$ cat config.mk
export PLATFORM = sky130hd
export DESIGN_NAME = dzMux
export DESIGN_NICKNAME = d
export VERILOG_FILES = /design/src/dzPkg.sv /design/src/dzRegisters.sv /design/src/dzTransmitScanner.sv /design/src/dzReceiveScanner.sv /design/src/dzUart.sv /design/src/dzMux.sv
export SDC_FILE = /design/constraint.sdc
export NUM_CORES = 1
export LEC_CHECK = 0
export BUFFER_PORTS_ARGS = -buffer_cell sky130_fd_sc_hd__buf_2
export CORE_ASPECT_RATIO = 0.7
export CORE_MARGIN = 4
export CORE_UTILIZATION = 45
export CTS_BUF_LIST = sky130_fd_sc_hd__clkbuf_16
export DETAILED_ROUTE_END_ITERATION = 10
export GPL_TIMING_DRIVEN = 0
export SKIP_CTS_REPAIR_TIMING = 1
export SLEW_MARGIN = 20
export SYNTH_ARGS = -nofsm -noshare
export SYNTH_HDL_FRONTEND = slang
export SYNTH_SLANG_ARGS = --single-unit
$ cat constraint.sdc
create_clock -name clk -period 4.85 [get_ports clk]
set_input_delay 0.2425 -clock clk [delete_from_list [all_inputs] [get_ports clk]]
set_output_delay 0.2425 -clock clk [all_outputs]
set_load 0.05 [all_outputs]
$ cat src/dzPkg.sv
// Shared constants and types for the eight-line DZ-style terminal multiplexer
package dzPkg;

   ////////////////////
   // Lines
   ////////////////////

   // Number of serial lines
   localparam int numLines = 8;

   // Line number, wraps naturally at numLines
   typedef logic [$clog2(numLines)-1:0] lineIndex_t;

   ////////////////////
   // Register port
   ////////////////////

   typedef logic [15:0] regWord_t;
   typedef logic [1:0]  regIndex_t;

   // Word indices
   localparam regIndex_t csrIndex  = 2'd0;
   localparam regIndex_t rbufIndex = 2'd1;
   localparam regIndex_t tcrIndex  = 2'd2;
   localparam regIndex_t tdrIndex  = 2'd3;

   // CSR bit positions
   localparam int csrMaintBit   = 3;
   localparam int csrClrBit     = 4;
   localparam int csrMseBit     = 5;
   localparam int csrRdoneBit   = 7;
   localparam int csrTlineLsb   = 8;
   localparam int csrTlineWidth = 3;
   localparam int csrTrdyBit    = 15;

   // RBUF word layout
   localparam int rbufValidBit = 15;
   localparam int rbufLineLsb  = 8;

   ////////////////////
   // Serial timing and silo
   ////////////////////

   // Clocks per serial bit
   localparam int bitTicks = 16;

   // Start, eight data bits, stop
   localparam int frameBits = 10;

   // Receive silo entries
   localparam int siloDepth   = 8;
   localparam int siloPtrBits = $clog2(siloDepth);

endpackage

$ cat src/dzRegisters.sv
// DZ register block: index decode, CSR and TCR storage, clear pulse and read mux
`timescale 1ns/1ps

module dzRegisters (
   input  logic                        clk,
   input  logic                        reset,
   input  dzPkg::regIndex_t            regAddr,
   input  logic                        regRead,
   input  logic                        regWrite,
   input  dzPkg::regWord_t             wrData,
   input  logic                        txReady,
   input  dzPkg::lineIndex_t           txLine,
   input  logic                        rdone,
   input  dzPkg::regWord_t             rbufWord,
   output dzPkg::regWord_t             rdData,
   output logic                        ack,
   output logic                        maint,
   output logic                        scanEnable,
   output logic [dzPkg::numLines-1:0]  lineEnable,
   output logic                        tdrLoad,
   output logic [7:0]                  tdrChar,
   output logic                        rbufPop,
   output logic                        init
);

   import dzPkg::*;

   // Write decode
   logic     csrWrite;
   logic     tcrWrite;
   logic     tdrWrite;
   logic     clearReq;

   // Assembled CSR read word
   regWord_t csrWord;

   ////////////////////
   // Decode
   ////////////////////

   assign csrWrite = regWrite & (regAddr == csrIndex);
   assign tcrWrite = regWrite & (regAddr == tcrIndex);
   assign tdrWrite = regWrite & (regAddr == tdrIndex);

   // Every index exists, so every strobe is acknowledged
   assign ack = regRead | regWrite;

   // CSR write with CLR set
   assign clearReq = csrWrite & wrData[csrClrBit];

   // Each RBUF read drops the silo head
   assign rbufPop = regRead & (regAddr == rbufIndex);

   // Character only handed over while a line is offered
   assign tdrLoad = tdrWrite & txReady;

   ////////////////////
   // Storage
   ////////////////////

   // One-cycle master clear, one edge after the CSR write
   always_ff @(posedge clk)
   begin
      if (reset)
         init <= 1'b0;
      else
         init <= clearReq;
   end

   // MAINT and MSE
   // A clearing write already zeroes them, init keeps them zero
   always_ff @(posedge clk)
   begin
      if (reset || init || clearReq)
      begin
         maint      <= 1'b0;
         scanEnable <= 1'b0;
      end
      else if (csrWrite)
      begin
         maint      <= wrData[csrMaintBit];
         scanEnable <= wrData[csrMseBit];
      end
   end

   // TCR line-enable byte
   always_ff @(posedge clk)
   begin
      if (reset || init || clearReq)
         lineEnable <= '0;
      else if (tcrWrite)
         lineEnable <= wrData[numLines-1:0];
   end

   // TDR character, held until the line loads it one edge later
   always_ff @(posedge clk)
   begin
      if (tdrWrite)
         tdrChar <= wrData[7:0];
   end

   ////////////////////
   // Read path
   ////////////////////

   // CSR word; CLR always reads 0
   always_comb
   begin
      csrWord              = '0;
      csrWord[csrMaintBit] = maint;
      csrWord[csrMseBit]   = scanEnable;
      csrWord[csrRdoneBit] = rdone;
      csrWord[csrTrdyBit]  = txReady;
      // TLINE only meaningful while TRDY, scan pointer hidden otherwise
      if (txReady)
         csrWord[csrTlineLsb +: csrTlineWidth] = txLine;
   end

   // Read mux, zero outside a read strobe
   always_comb
   begin
      rdData = '0;
      if (regRead)
      begin
         case (regAddr)
            csrIndex:  rdData = csrWord;
            rbufIndex: rdData = rbufWord;
            tcrIndex:  rdData = regWord_t'(lineEnable);
            default:   rdData = '0;   // TDR is write-only
         endcase
      end
   end

endmodule

$ cat src/dzTransmitScanner.sv
// DZ transmit scanner: round-robin search for a ready line and character hand-off
`timescale 1ns/1ps

module dzTransmitScanner (
   input  logic                        clk,
   input  logic                        reset,
   input  logic                        init,
   input  logic                        scanEnable,
   input  logic [dzPkg::numLines-1:0]  lineEnable,
   input  logic [dzPkg::numLines-1:0]  txEmpty,
   input  logic                        tdrLoad,
   output logic                        txReady,
   output dzPkg::lineIndex_t           txLine,
   output logic [dzPkg::numLines-1:0]  txLoad
);

   import dzPkg::*;

   // Scanner parked on txLine
   logic found;

   // Line under the pointer can take a character
   logic lineOk;

   assign lineOk = lineEnable[txLine] & txEmpty[txLine];

   // TRDY drops at once if MSE or the line's enable goes away
   assign txReady = found & scanEnable & lineEnable[txLine];

   ////////////////////
   // Scan pointer
   ////////////////////

   always_ff @(posedge clk)
   begin
      if (reset || init)
      begin
         found  <= 1'b0;
         txLine <= '0;
         txLoad <= '0;
      end
      else
      begin
         // Load strobes last one cycle
         txLoad <= '0;
         if (tdrLoad)
         begin
            // Hand the TDR character to this line, resume at the next one
            txLoad[txLine] <= 1'b1;
            found          <= 1'b0;
            txLine         <= txLine + 1'b1;
         end
         else if (found)
         begin
            // Offer withdrawn, search again from here
            if (!scanEnable || !lineEnable[txLine])
               found <= 1'b0;
         end
         else if (scanEnable)
         begin
            if (lineOk)
               found <= 1'b1;
            else
               txLine <= txLine + 1'b1;   // 3-bit pointer wraps 7 to 0
         end
      end
   end

endmodule

$ cat src/dzReceiveScanner.sv
// DZ receive scanner: round-robin collection of characters into the RBUF silo
`timescale 1ns/1ps

module dzReceiveScanner (
   input  logic                        clk,
   input  logic                        reset,
   input  logic                        init,
   input  logic                        scanEnable,
   input  logic [dzPkg::numLines-1:0]  rxFull,
   input  logic [7:0]                  rxChar [dzPkg::numLines],
   input  logic                        rbufPop,
   output logic [dzPkg::numLines-1:0]  rxClear,
   output logic                        rdone,
   output dzPkg::regWord_t             rbufWord
);

   import dzPkg::*;

   // Silo entry, line number above the character
   typedef struct packed {
      lineIndex_t line;
      logic [7:0] data;
   } siloEntry_t;

   siloEntry_t             silo [siloDepth];
   siloEntry_t             siloHead;

   // Pointers carry one extra wrap bit for full/empty
   logic [siloPtrBits:0]   wrPtr;
   logic [siloPtrBits:0]   rdPtr;
   logic                   siloEmpty;
   logic                   siloFull;

   lineIndex_t             scanLine;
   logic                   push;
   logic                   pop;

   assign siloEmpty = (wrPtr == rdPtr);
   assign siloFull  = (wrPtr[siloPtrBits] != rdPtr[siloPtrBits]) &&
                      (wrPtr[siloPtrBits-1:0] == rdPtr[siloPtrBits-1:0]);

   // Capture the line under the pointer if it holds a character
   assign push = scanEnable & ~siloFull & rxFull[scanLine];
   assign pop  = rbufPop & ~siloEmpty;

   // Release the line's holding buffer on the capturing edge
   always_comb
   begin
      rxClear           = '0;
      rxClear[scanLine] = push;
   end

   ////////////////////
   // Scan and silo pointers
   ////////////////////

   // Full silo stalls the scan, characters wait in their lines
   always_ff @(posedge clk)
   begin
      if (reset || init)
         scanLine <= '0;
      else if (scanEnable && !siloFull)
         scanLine <= scanLine + 1'b1;
   end

   always_ff @(posedge clk)
   begin
      if (reset || init)
      begin
         wrPtr <= '0;
         rdPtr <= '0;
      end
      else
      begin
         if (push)
            wrPtr <= wrPtr + 1'b1;
         if (pop)
            rdPtr <= rdPtr + 1'b1;
      end
   end

   // Silo storage
   always_ff @(posedge clk)
   begin
      if (push)
         silo[wrPtr[siloPtrBits-1:0]] <= '{line: scanLine, data: rxChar[scanLine]};
   end

   ////////////////////
   // Read-out
   ////////////////////

   assign siloHead = silo[rdPtr[siloPtrBits-1:0]];
   assign rdone    = ~siloEmpty;

   // Head entry with valid flag, all zero when empty
   always_comb
   begin
      rbufWord = '0;
      if (!siloEmpty)
      begin
         rbufWord[rbufValidBit]                       = 1'b1;
         rbufWord[rbufLineLsb +: $bits(lineIndex_t)] = siloHead.line;
         rbufWord[7:0]                                = siloHead.data;
      end
   end

endmodule

$ cat src/dzUart.sv
// DZ serial line: fixed 8N1 transmitter and receiver, one holding buffer each
`timescale 1ns/1ps

module dzUart (
   input  logic       clk,
   input  logic       reset,
   input  logic       init,
   input  logic       txLoad,
   input  logic [7:0] txChar,
   input  logic       rxd,
   input  logic       rxClear,
   output logic       txd,
   output logic       txEmpty,
   output logic       rxFull,
   output logic [7:0] rxChar
);

   import dzPkg::*;

   typedef logic [$clog2(bitTicks)-1:0]  tick_t;
   typedef logic [$clog2(frameBits+1)-1:0] bitCount_t;

   // Transmitter
   logic [frameBits-1:0] txShift;
   bitCount_t            txBits;
   tick_t                txTick;

   // Receiver
   logic                 rxMeta;
   logic                 rxSync;
   logic                 rxPrev;
   logic                 rxBusy;
   logic                 rxSample;
   tick_t                rxTick;
   bitCount_t            rxBits;
   logic [7:0]           rxShift;

   ////////////////////
   // Transmitter
   ////////////////////

   // Frame LSB drives the line, ones shift in behind it
   assign txd     = txShift[0];
   assign txEmpty = (txBits == '0);

   always_ff @(posedge clk)
   begin
      if (reset || init)
      begin
         txShift <= '1;
         txBits  <= '0;
         txTick  <= '0;
      end
      else if (txEmpty)
      begin
         // Stop, data LSB first, start
         if (txLoad)
         begin
            txShift <= {1'b1, txChar, 1'b0};
            txBits  <= bitCount_t'(frameBits);
            txTick  <= '0;
         end
      end
      else if (txTick == tick_t'(bitTicks - 1))
      begin
         txTick  <= '0;
         txShift <= {1'b1, txShift[frameBits-1:1]};
         txBits  <= txBits - 1'b1;
      end
      else
         txTick <= txTick + 1'b1;
   end

   ////////////////////
   // Receiver
   ////////////////////

   // Two-flop synchronizer plus edge history, idle high
   always_ff @(posedge clk)
   begin
      if (reset)
      begin
         rxMeta <= 1'b1;
         rxSync <= 1'b1;
         rxPrev <= 1'b1;
      end
      else
      begin
         rxMeta <= rxd;
         rxSync <= rxMeta;
         rxPrev <= rxSync;
      end
   end

   // Mid-bit sample point
   assign rxSample = rxBusy && (rxTick == tick_t'(bitTicks - 1));

   always_ff @(posedge clk)
   begin
      if (reset || init)
      begin
         rxBusy <= 1'b0;
         rxTick <= '0;
         rxBits <= '0;
         rxFull <= 1'b0;
      end
      else
      begin
         if (rxClear)
            rxFull <= 1'b0;
         if (!rxBusy)
         begin
            // Falling start edge, first sample half a bit later
            if (rxPrev && !rxSync)
            begin
               rxBusy <= 1'b1;
               rxTick <= tick_t'(bitTicks / 2);
               rxBits <= '0;
            end
         end
         else if (rxSample)
         begin
            rxTick <= '0;
            rxBits <= rxBits + 1'b1;
            if (rxBits == '0 && rxSync)
               rxBusy <= 1'b0;   // glitch, not a start bit
            else if (rxBits == bitCount_t'(frameBits - 1))
            begin
               rxBusy <= 1'b0;
               // Bad stop bit drops the frame; new frame overwrites
               if (rxSync)
                  rxFull <= 1'b1;
            end
         end
         else
            rxTick <= rxTick + 1'b1;
      end
   end

   // Data bits shift in LSB first, buffer loads on a good stop bit
   always_ff @(posedge clk)
   begin
      if (rxSample && rxBits != '0 && rxBits != bitCount_t'(frameBits - 1))
         rxShift <= {rxSync, rxShift[7:1]};
      if (rxSample && rxBits == bitCount_t'(frameBits - 1) && rxSync)
         rxChar <= rxShift;
   end

endmodule

$ cat src/dzMux.sv
// Eight-line DZ-style terminal multiplexer top level
`timescale 1ns/1ps

module dzMux (
   input  logic                        clk,
   input  logic                        reset,
   input  dzPkg::regIndex_t            regAddr,
   input  logic                        regRead,
   input  logic                        regWrite,
   input  dzPkg::regWord_t             wrData,
   output dzPkg::regWord_t             rdData,
   output logic                        ack,
   input  logic [dzPkg::numLines-1:0]  rxd,
   output logic [dzPkg::numLines-1:0]  txd
);

   import dzPkg::*;

   // Register block controls
   logic                maint;
   logic                scanEnable;
   logic [numLines-1:0] lineEnable;
   logic                tdrLoad;
   logic [7:0]          tdrChar;
   logic                rbufPop;
   logic                init;

   // Scanner status
   logic                txReady;
   lineIndex_t          txLine;
   logic                rdone;
   regWord_t            rbufWord;

   // Per-line handshakes
   logic [numLines-1:0] txLoad;
   logic [numLines-1:0] txEmpty;
   logic [numLines-1:0] rxFull;
   logic [numLines-1:0] rxClear;
   logic [7:0]          rxChar [numLines];

   // Receiver inputs after loopback select
   logic [numLines-1:0] lineRxd;

   ////////////////////
   // Control
   ////////////////////

   dzRegisters u_registers (
      .clk        (clk),
      .reset      (reset),
      .regAddr    (regAddr),
      .regRead    (regRead),
      .regWrite   (regWrite),
      .wrData     (wrData),
      .txReady    (txReady),
      .txLine     (txLine),
      .rdone      (rdone),
      .rbufWord   (rbufWord),
      .rdData     (rdData),
      .ack        (ack),
      .maint      (maint),
      .scanEnable (scanEnable),
      .lineEnable (lineEnable),
      .tdrLoad    (tdrLoad),
      .tdrChar    (tdrChar),
      .rbufPop    (rbufPop),
      .init       (init)
   );

   dzTransmitScanner u_txScanner (
      .clk        (clk),
      .reset      (reset),
      .init       (init),
      .scanEnable (scanEnable),
      .lineEnable (lineEnable),
      .txEmpty    (txEmpty),
      .tdrLoad    (tdrLoad),
      .txReady    (txReady),
      .txLine     (txLine),
      .txLoad     (txLoad)
   );

   dzReceiveScanner u_rxScanner (
      .clk        (clk),
      .reset      (reset),
      .init       (init),
      .scanEnable (scanEnable),
      .rxFull     (rxFull),
      .rxChar     (rxChar),
      .rbufPop    (rbufPop),
      .rxClear    (rxClear),
      .rdone      (rdone),
      .rbufWord   (rbufWord)
   );

   ////////////////////
   // Lines
   ////////////////////

   // Maintenance mode turns each transmitter back into its own receiver
   assign lineRxd = maint ? txd : rxd;

   for (genvar i = 0; i < numLines; i++)
   begin : gLine
      dzUart u_line (
         .clk     (clk),
         .reset   (reset),
         .init    (init),
         .txLoad  (txLoad[i]),
         .txChar  (tdrChar),
         .rxd     (lineRxd[i]),
         .rxClear (rxClear[i]),
         .txd     (txd[i]),
         .txEmpty (txEmpty[i]),
         .rxFull  (rxFull[i]),
         .rxChar  (rxChar[i])
      );
   end

endmodule

# Yosys cells after proc, flatten, opt, wreduce, memory -nomap -nowiden
# Memory sizes are Yosys's and may differ from the RTL's. A register that Yosys moved wholly into a read port is not among the register bits.
# Index checks and enable logic that the tools add are counted.
# Widths: inputs -> output; s select.
[totals] regBits=418 mem_bits_rw=88 input_bits=30 out_inout_bits=25 wordCells=597 n_memories=1
[op_classes] add_sub_neg=36 order_cmp=5 eq_ne=56 n_mux=239 n_bitwise=18 n_reduce_logical=135
[mem_list] name="u_rxScanner.silo" depth=8 width=11 rd=1 rd_clocked_by_memory_dff=1 write_ports=1 line_no="dzReceiveScanner.sv:25" source="siloEntry_t silo [siloDepth];"
[op_table] cell="$mux 4" count=96
[op_table] cell="$mux 10" count=24
[op_table] cell="$add 4x1->4 const B" count=26
[op_table] cell="$mux 1" count=100
[op_table] cell="$eq 4x4->1 const B" count=24
[op_table] cell="$logic_not 4->1" count=16
[op_table] cell="$logic_and 1x1->1" count=60
[op_table] cell="$pmux 16 s3" count=1
[op_table] cell="$ne 2x2->1 const B" count=18
[op_table] cell="$reduce_bool 2->1" count=17
[op_table] cell="$ne 4x4->1 const B" count=8
[op_table] cell="$reduce_and 2->1" count=16
[op_table] cell="$reduce_bool 4->1" count=8
[op_table] cell="$sub 4x1->4 const B" count=8
[op_table] cell="$bmux 8 s3" count=1
[op_table] cell="$mux 8" count=3
[op_table] cell="$mux 3" count=7
[op_table] cell="$mux 16" count=1
[op_table] cell="$and 1x1->1" count=12
[op_table] cell="$logic_not 1->1" count=11
[op_table] cell="$mux 11" count=1
[op_table] cell="$bmux 1 s3" count=3
[op_table] cell="$and 8x8->8" count=1
[op_table] cell="$lt 3x4->1 const B" count=2
[op_table] cell="16 further kinds" count=25

# Longest topological paths before layout
[depth] word_depth=12 mapped_depth=8

# By module
# From an unflattened synthesis, not the netlist that was laid out.
[hier_totals] hier_cells=2154 hier_area_um2=23163.5
[modules_own_cells] mod="dzUart at gLine[0].u_line ..." instances=6 cells_each=209 area_each_um2=2057.0 seq_area_each_um2=1081.0
[modules_own_cells] mod="dzReceiveScanner" instances=1 cells_each=303 area_each_um2=4883.4 seq_area_each_um2=2922.8
[modules_own_cells] mod="dzUart at gLine[4].u_line ..." instances=2 cells_each=207 area_each_um2=2052.0 seq_area_each_um2=1081.0
[modules_own_cells] mod="dzRegisters" instances=1 cells_each=100 area_each_um2=1018.5 seq_area_each_um2=460.4
[modules_own_cells] mod="dzTransmitScanner" instances=1 cells_each=74 area_each_um2=684.4 seq_area_each_um2=240.2
[modules_own_cells] mod="dzMux" instances=1 cells_each=9 area_each_um2=131.4 seq_area_each_um2=0.0

# Worst setup path after synthesis
# Ideal clock, no wire load.
[synth_path] kind="flip-flop to flip-flop" from="register u_rxScanner.scanLine[1]" to="memory u_rxScanner.silo[4][0] (netlist name), enable pin" setup_ns=0.393 arrival_time_ns=2.462 required_time_ns=4.457 setup_slack_ns=1.995 path_stages_with_launch=7 period_less_slack_ns=2.855 cell_sequence="dfxtp_1 clkbuf_1 nor2_1 a32oi_1 nand4_2 or2_2 nor3_1"
[synth_via] elab_chain_len=5
[synth_lines] element="start: declaration" line_no="dzReceiveScanner.sv:34" source="lineIndex_t scanLine;"
[synth_lines] element="start signal: assignment" line_no="dzReceiveScanner.sv:63" source="scanLine <= scanLine + 1'b1;"
[synth_lines] element="$bmux 1 s3" line_no="dzReceiveScanner.sv:43" source="assign push = scanEnable & ~siloFull & rxFull[scanLine];"
[synth_lines] element="$mux 1 (implied by the code)" line_no="dzReceiveScanner.sv:43"
[synth_lines] element="$and 1x1->1" line_no="dzReceiveScanner.sv:43"
[synth_lines] element="$mux 1" line_no="dzReceiveScanner.sv:85" source="if (push)"
[synth_lines] element="$mux 1 (implied by the code)" line_no="dzReceiveScanner.sv:86" source="silo[wrPtr[siloPtrBits-1:0]] <= '{line: scanLine, data: rxChar[scanLine]};"
[synth_lines] element="end: declaration" line_no="dzReceiveScanner.sv:25"
# Every way passes these cells. The select of a mux whose other input is x is not followed.

# Worst setup path after layout
[layout_path] from="register u_rxScanner.scanLine[1]" to="memory u_rxScanner.silo[4][8] (netlist name), enable pin"
# The elaborated chain is that of the path after synthesis.

==> results.tsv <==
stage	metric	value	unit
place	Buffers on Ports	40	
place	Placer Congestion	0.833	
clock_network	worst skew pair latency	0.57	ns
place	dpl hpwl	36.7	mm
grt	global-route wire length before repair	82.3	mm
final_layout	share of layout cells above drive strength 1	0.115	
route	DRC	0	
outcome	failing checks	negative hold slack	
place	placed inst area	22200	um2
synth	flops & latches, synth	501	
setup_path	Startpoint Class	flip-flop	
setup_path	CP Max Fanout	10	
sta	final hold slack	-0.00400	ns
clock_network	H-Tree Depth	2	
sta	setup TNS	0	ns
floorplan	die footprint	50600	um2
setup_path	critical path data required time	5.13	ns
power	Worst VDD drop	0.236	mV
sta	crit path time final	3.36	ns
job	# Max-Cap Violations	0	
floorplan	Die X	267	um
sta	Rel. slew slack	0.268	
power	total power	9.43	mW
grt	initial antenna violation count	1	
route	post-DR wirelength/cell	19.2	um
sta	final-report max-slew violation count	0	
sta	final setup fails	0	
sta	unrepaired setup endpoints after global routing	no	
final_layout	final instance area	24000	um2
power	static leakage	8.65	nW
clock_network	Clk Tree Root Cell	clkbuf_16	
floorplan	initial core utilization	0.456	
floorplan	core area	46400	um2
synth	top cell type by total area after synthesis	edfxtp_1	
setup_path	Worst Path Arrival	3.64	ns
synth	Distinct cells, synth	69	
route	final wirelength	53.0	mm
final_layout	fin nets	2196	
sta	Slew @ Worst Pin	1.08	ns
grt	Total GRT Usage	0.207	
synth	top_reg_cell synth	dfxtp_1	
clock_network	cts bufs inserted	49	
route	routed via count	15500	
route	via/cell ratio	5.59	
grt	vias in the first global route	14300	
final_layout	FILL cells	4124	
synth	Avg Inst Size Synth	10.6	um2
place	Place WS	1.53	ns
final_layout	Multi-input gate area	8230	um2
grt	gr ovfl total	0	
sta	final setup margin	1.49	ns
clock_network	clk sinks	501	
power	PwrDens	393	nW/um2
clock_network	Clock Tree Buf Depth	3	
final_layout	Area growth syn-to-layout	13.4	%
place	# placed instances	2667	
synth	top cells by count, synth	dfxtp_1 (277), nand2_1 (227), nor2_1 (226)	
sta	period utilization	0.692	
sta	Clock Skew	0.0181	ns
synth	cell area after synthesis	21100	um2
setup_path	kind of end point of the critical path	flip-flop	
synth	Yosys warning count	0	
synth	Synth top area share	0.318	
final_layout	non-filler cells, final	2767	
final_layout	Antenna Cells	0	
synth	Synth Instances	2003	
clock_network	CTS clk-pin slew, worst paths	0.07	ns
clock_network	TritonCTS clock tree	yes	
synth	Synth area leaders	edfxtp_1 (32%), dfxtp_1 (26%), nand2_1 (4.0%)	
synth	most numerous cell in the Yosys netlist	dfxtp_1	
floorplan	Die Y	189	um
sta	Fin. Hold Viols	1	
route	TritonRoute pass-1 iters	5	
hold_path	Hold WC Path Type	input pin to flip-flop	
floorplan	# rows	66	
floorplan	I/O pin count	55	
setup_path	WS Path Type	flip-flop to flip-flop	
synth	Async SR Flop Fraction	0	
sta	Max Freq	298	MHz
synth	Post-synth EDFFs	224	
route	Detail Route Antenna Nets	0	
final_layout	Register Area	12300	um2
route	initial drt markers	1599	
synth	sequential area share after synthesis	0.580	
outcome	run status	complete, but fails checks	
grt	largest net degree at the start of global routing	17	
==> worst max-delay path, cell delays in order (launching register included) <==
cell and delay (ns):
dfxtp_1 0.55, clkbuf_1 0.43, nor2_1 0.21, a32oi_1 0.31, nand4_2 0.31, or2_2 0.44, nor3_2 0.55, buf_4 0.28
==> routing by layer <==
metal,GRT usage,share of wire,vias to the layer above
met2,0.289,0.41,461
met5,0,0,-
met4,0.0412,0.013,0
met1,0.338,0.51,7520
met3,0.0333,0.070,52
li1,-,-,7423
==> registers in the layout, indices dropped and copies added (netlist names), 32 cells and up, named ones only <==
signal and cells:
gLine.u_line.rxBits 32, gLine.u_line.rxTick 32, u_rxScanner.silo 88, gLine.u_line.rxChar 64, gLine.u_line.txShift 72, gLine.u_line.txBits 32, gLine.u_line.txTick 32, gLine.u_line.rxShift 64
==> path summary, 6_finish.rpt <==
path                                   startpoint                                 to  slack, ns  depth (start not counted)
max          u_rxScanner.scanLine[1]$_SDFFE_PP0P_   u_rxScanner.silo[4][8]$_DFFE_PP_       1.49                          7
min                                        rxd[1]  gLine[1].u_line.rxMeta$_SDFF_PP1_     -0.004                          3
min reg2reg     gLine[1].u_line.rxMeta$_SDFF_PP1_  gLine[1].u_line.rxSync$_SDFF_PP1_       0.41                          1
max reg2reg  u_rxScanner.scanLine[1]$_SDFFE_PP0P_   u_rxScanner.silo[4][8]$_DFFE_PP_       1.49                          7
==> through the flow <==
stage	hold slack [ns]	util
after floorplan	0.341	-
after global placement	0.397	0.477
after detailed placement	0.396	0.479
after CTS	-0.154	0.515
after global routing	0.00650	0.517
final	-0.00400	0.517
==> cells in the final DEF (no fill, tap or decap), types with 8 or more instances in the layout <==
cell type / count
a211o_1: 8
a211oi_1: 32
a21oi_1: 142
a311oi_1: 9
a31oi_1: 10
and2_1: 11
and3_1: 64
buf_2: 55
buf_4: 16
clkbuf_1: 70
clkbuf_16: 51
clkinv_2: 13
dfxtp_1: 277
dlygate4sd3_1: 8
edfxtp_1: 224
ha_1: 52
inv_1: 74
mux2i_1: 26
mux4_2: 29
nand2_1: 227
nand2b_1: 32
nand3_1: 54
nand3b_1: 21
nand4_1: 20
nand4b_1: 10
nor2_1: 220
nor2b_1: 14
nor3_1: 29
nor3b_1: 17
nor4b_1: 13
o21ai_0: 117
o22ai_1: 11
or2_2: 23
or3_1: 9
xor2_1: 20
==> logic make-up after synthesis <==
family,count (synthesis),synth area share
flops,501,0.580
compound gates,379,0.107
fa+ha+maj,52,0.0308
other cells,1,0.000177
xor+xnor,26,0.0108
mux,63,0.0487
buf+inv,174,0.0343
simple gates,807,0.188
==> power by group <==
group,switching [mW],internal [mW],total (mW)
sequential,0.104,4.52,4.62
clock,1.64,2.28,3.92
combinational,0.581,0.301,0.882
==> cell type report <==
cell class	instances	share of cell area
Buffer	106	0.0196
Sequential cell	501	0.512
Clock buffer	51	0.0532
Clock inverter	41	0.0160
Inverter	68	0.0106
Timing Repair Buffer	57	0.0140
Tap cell	612	0.0319
Multi-Input combinational cell	1331	0.343
(Power assumes the default switching activity.)
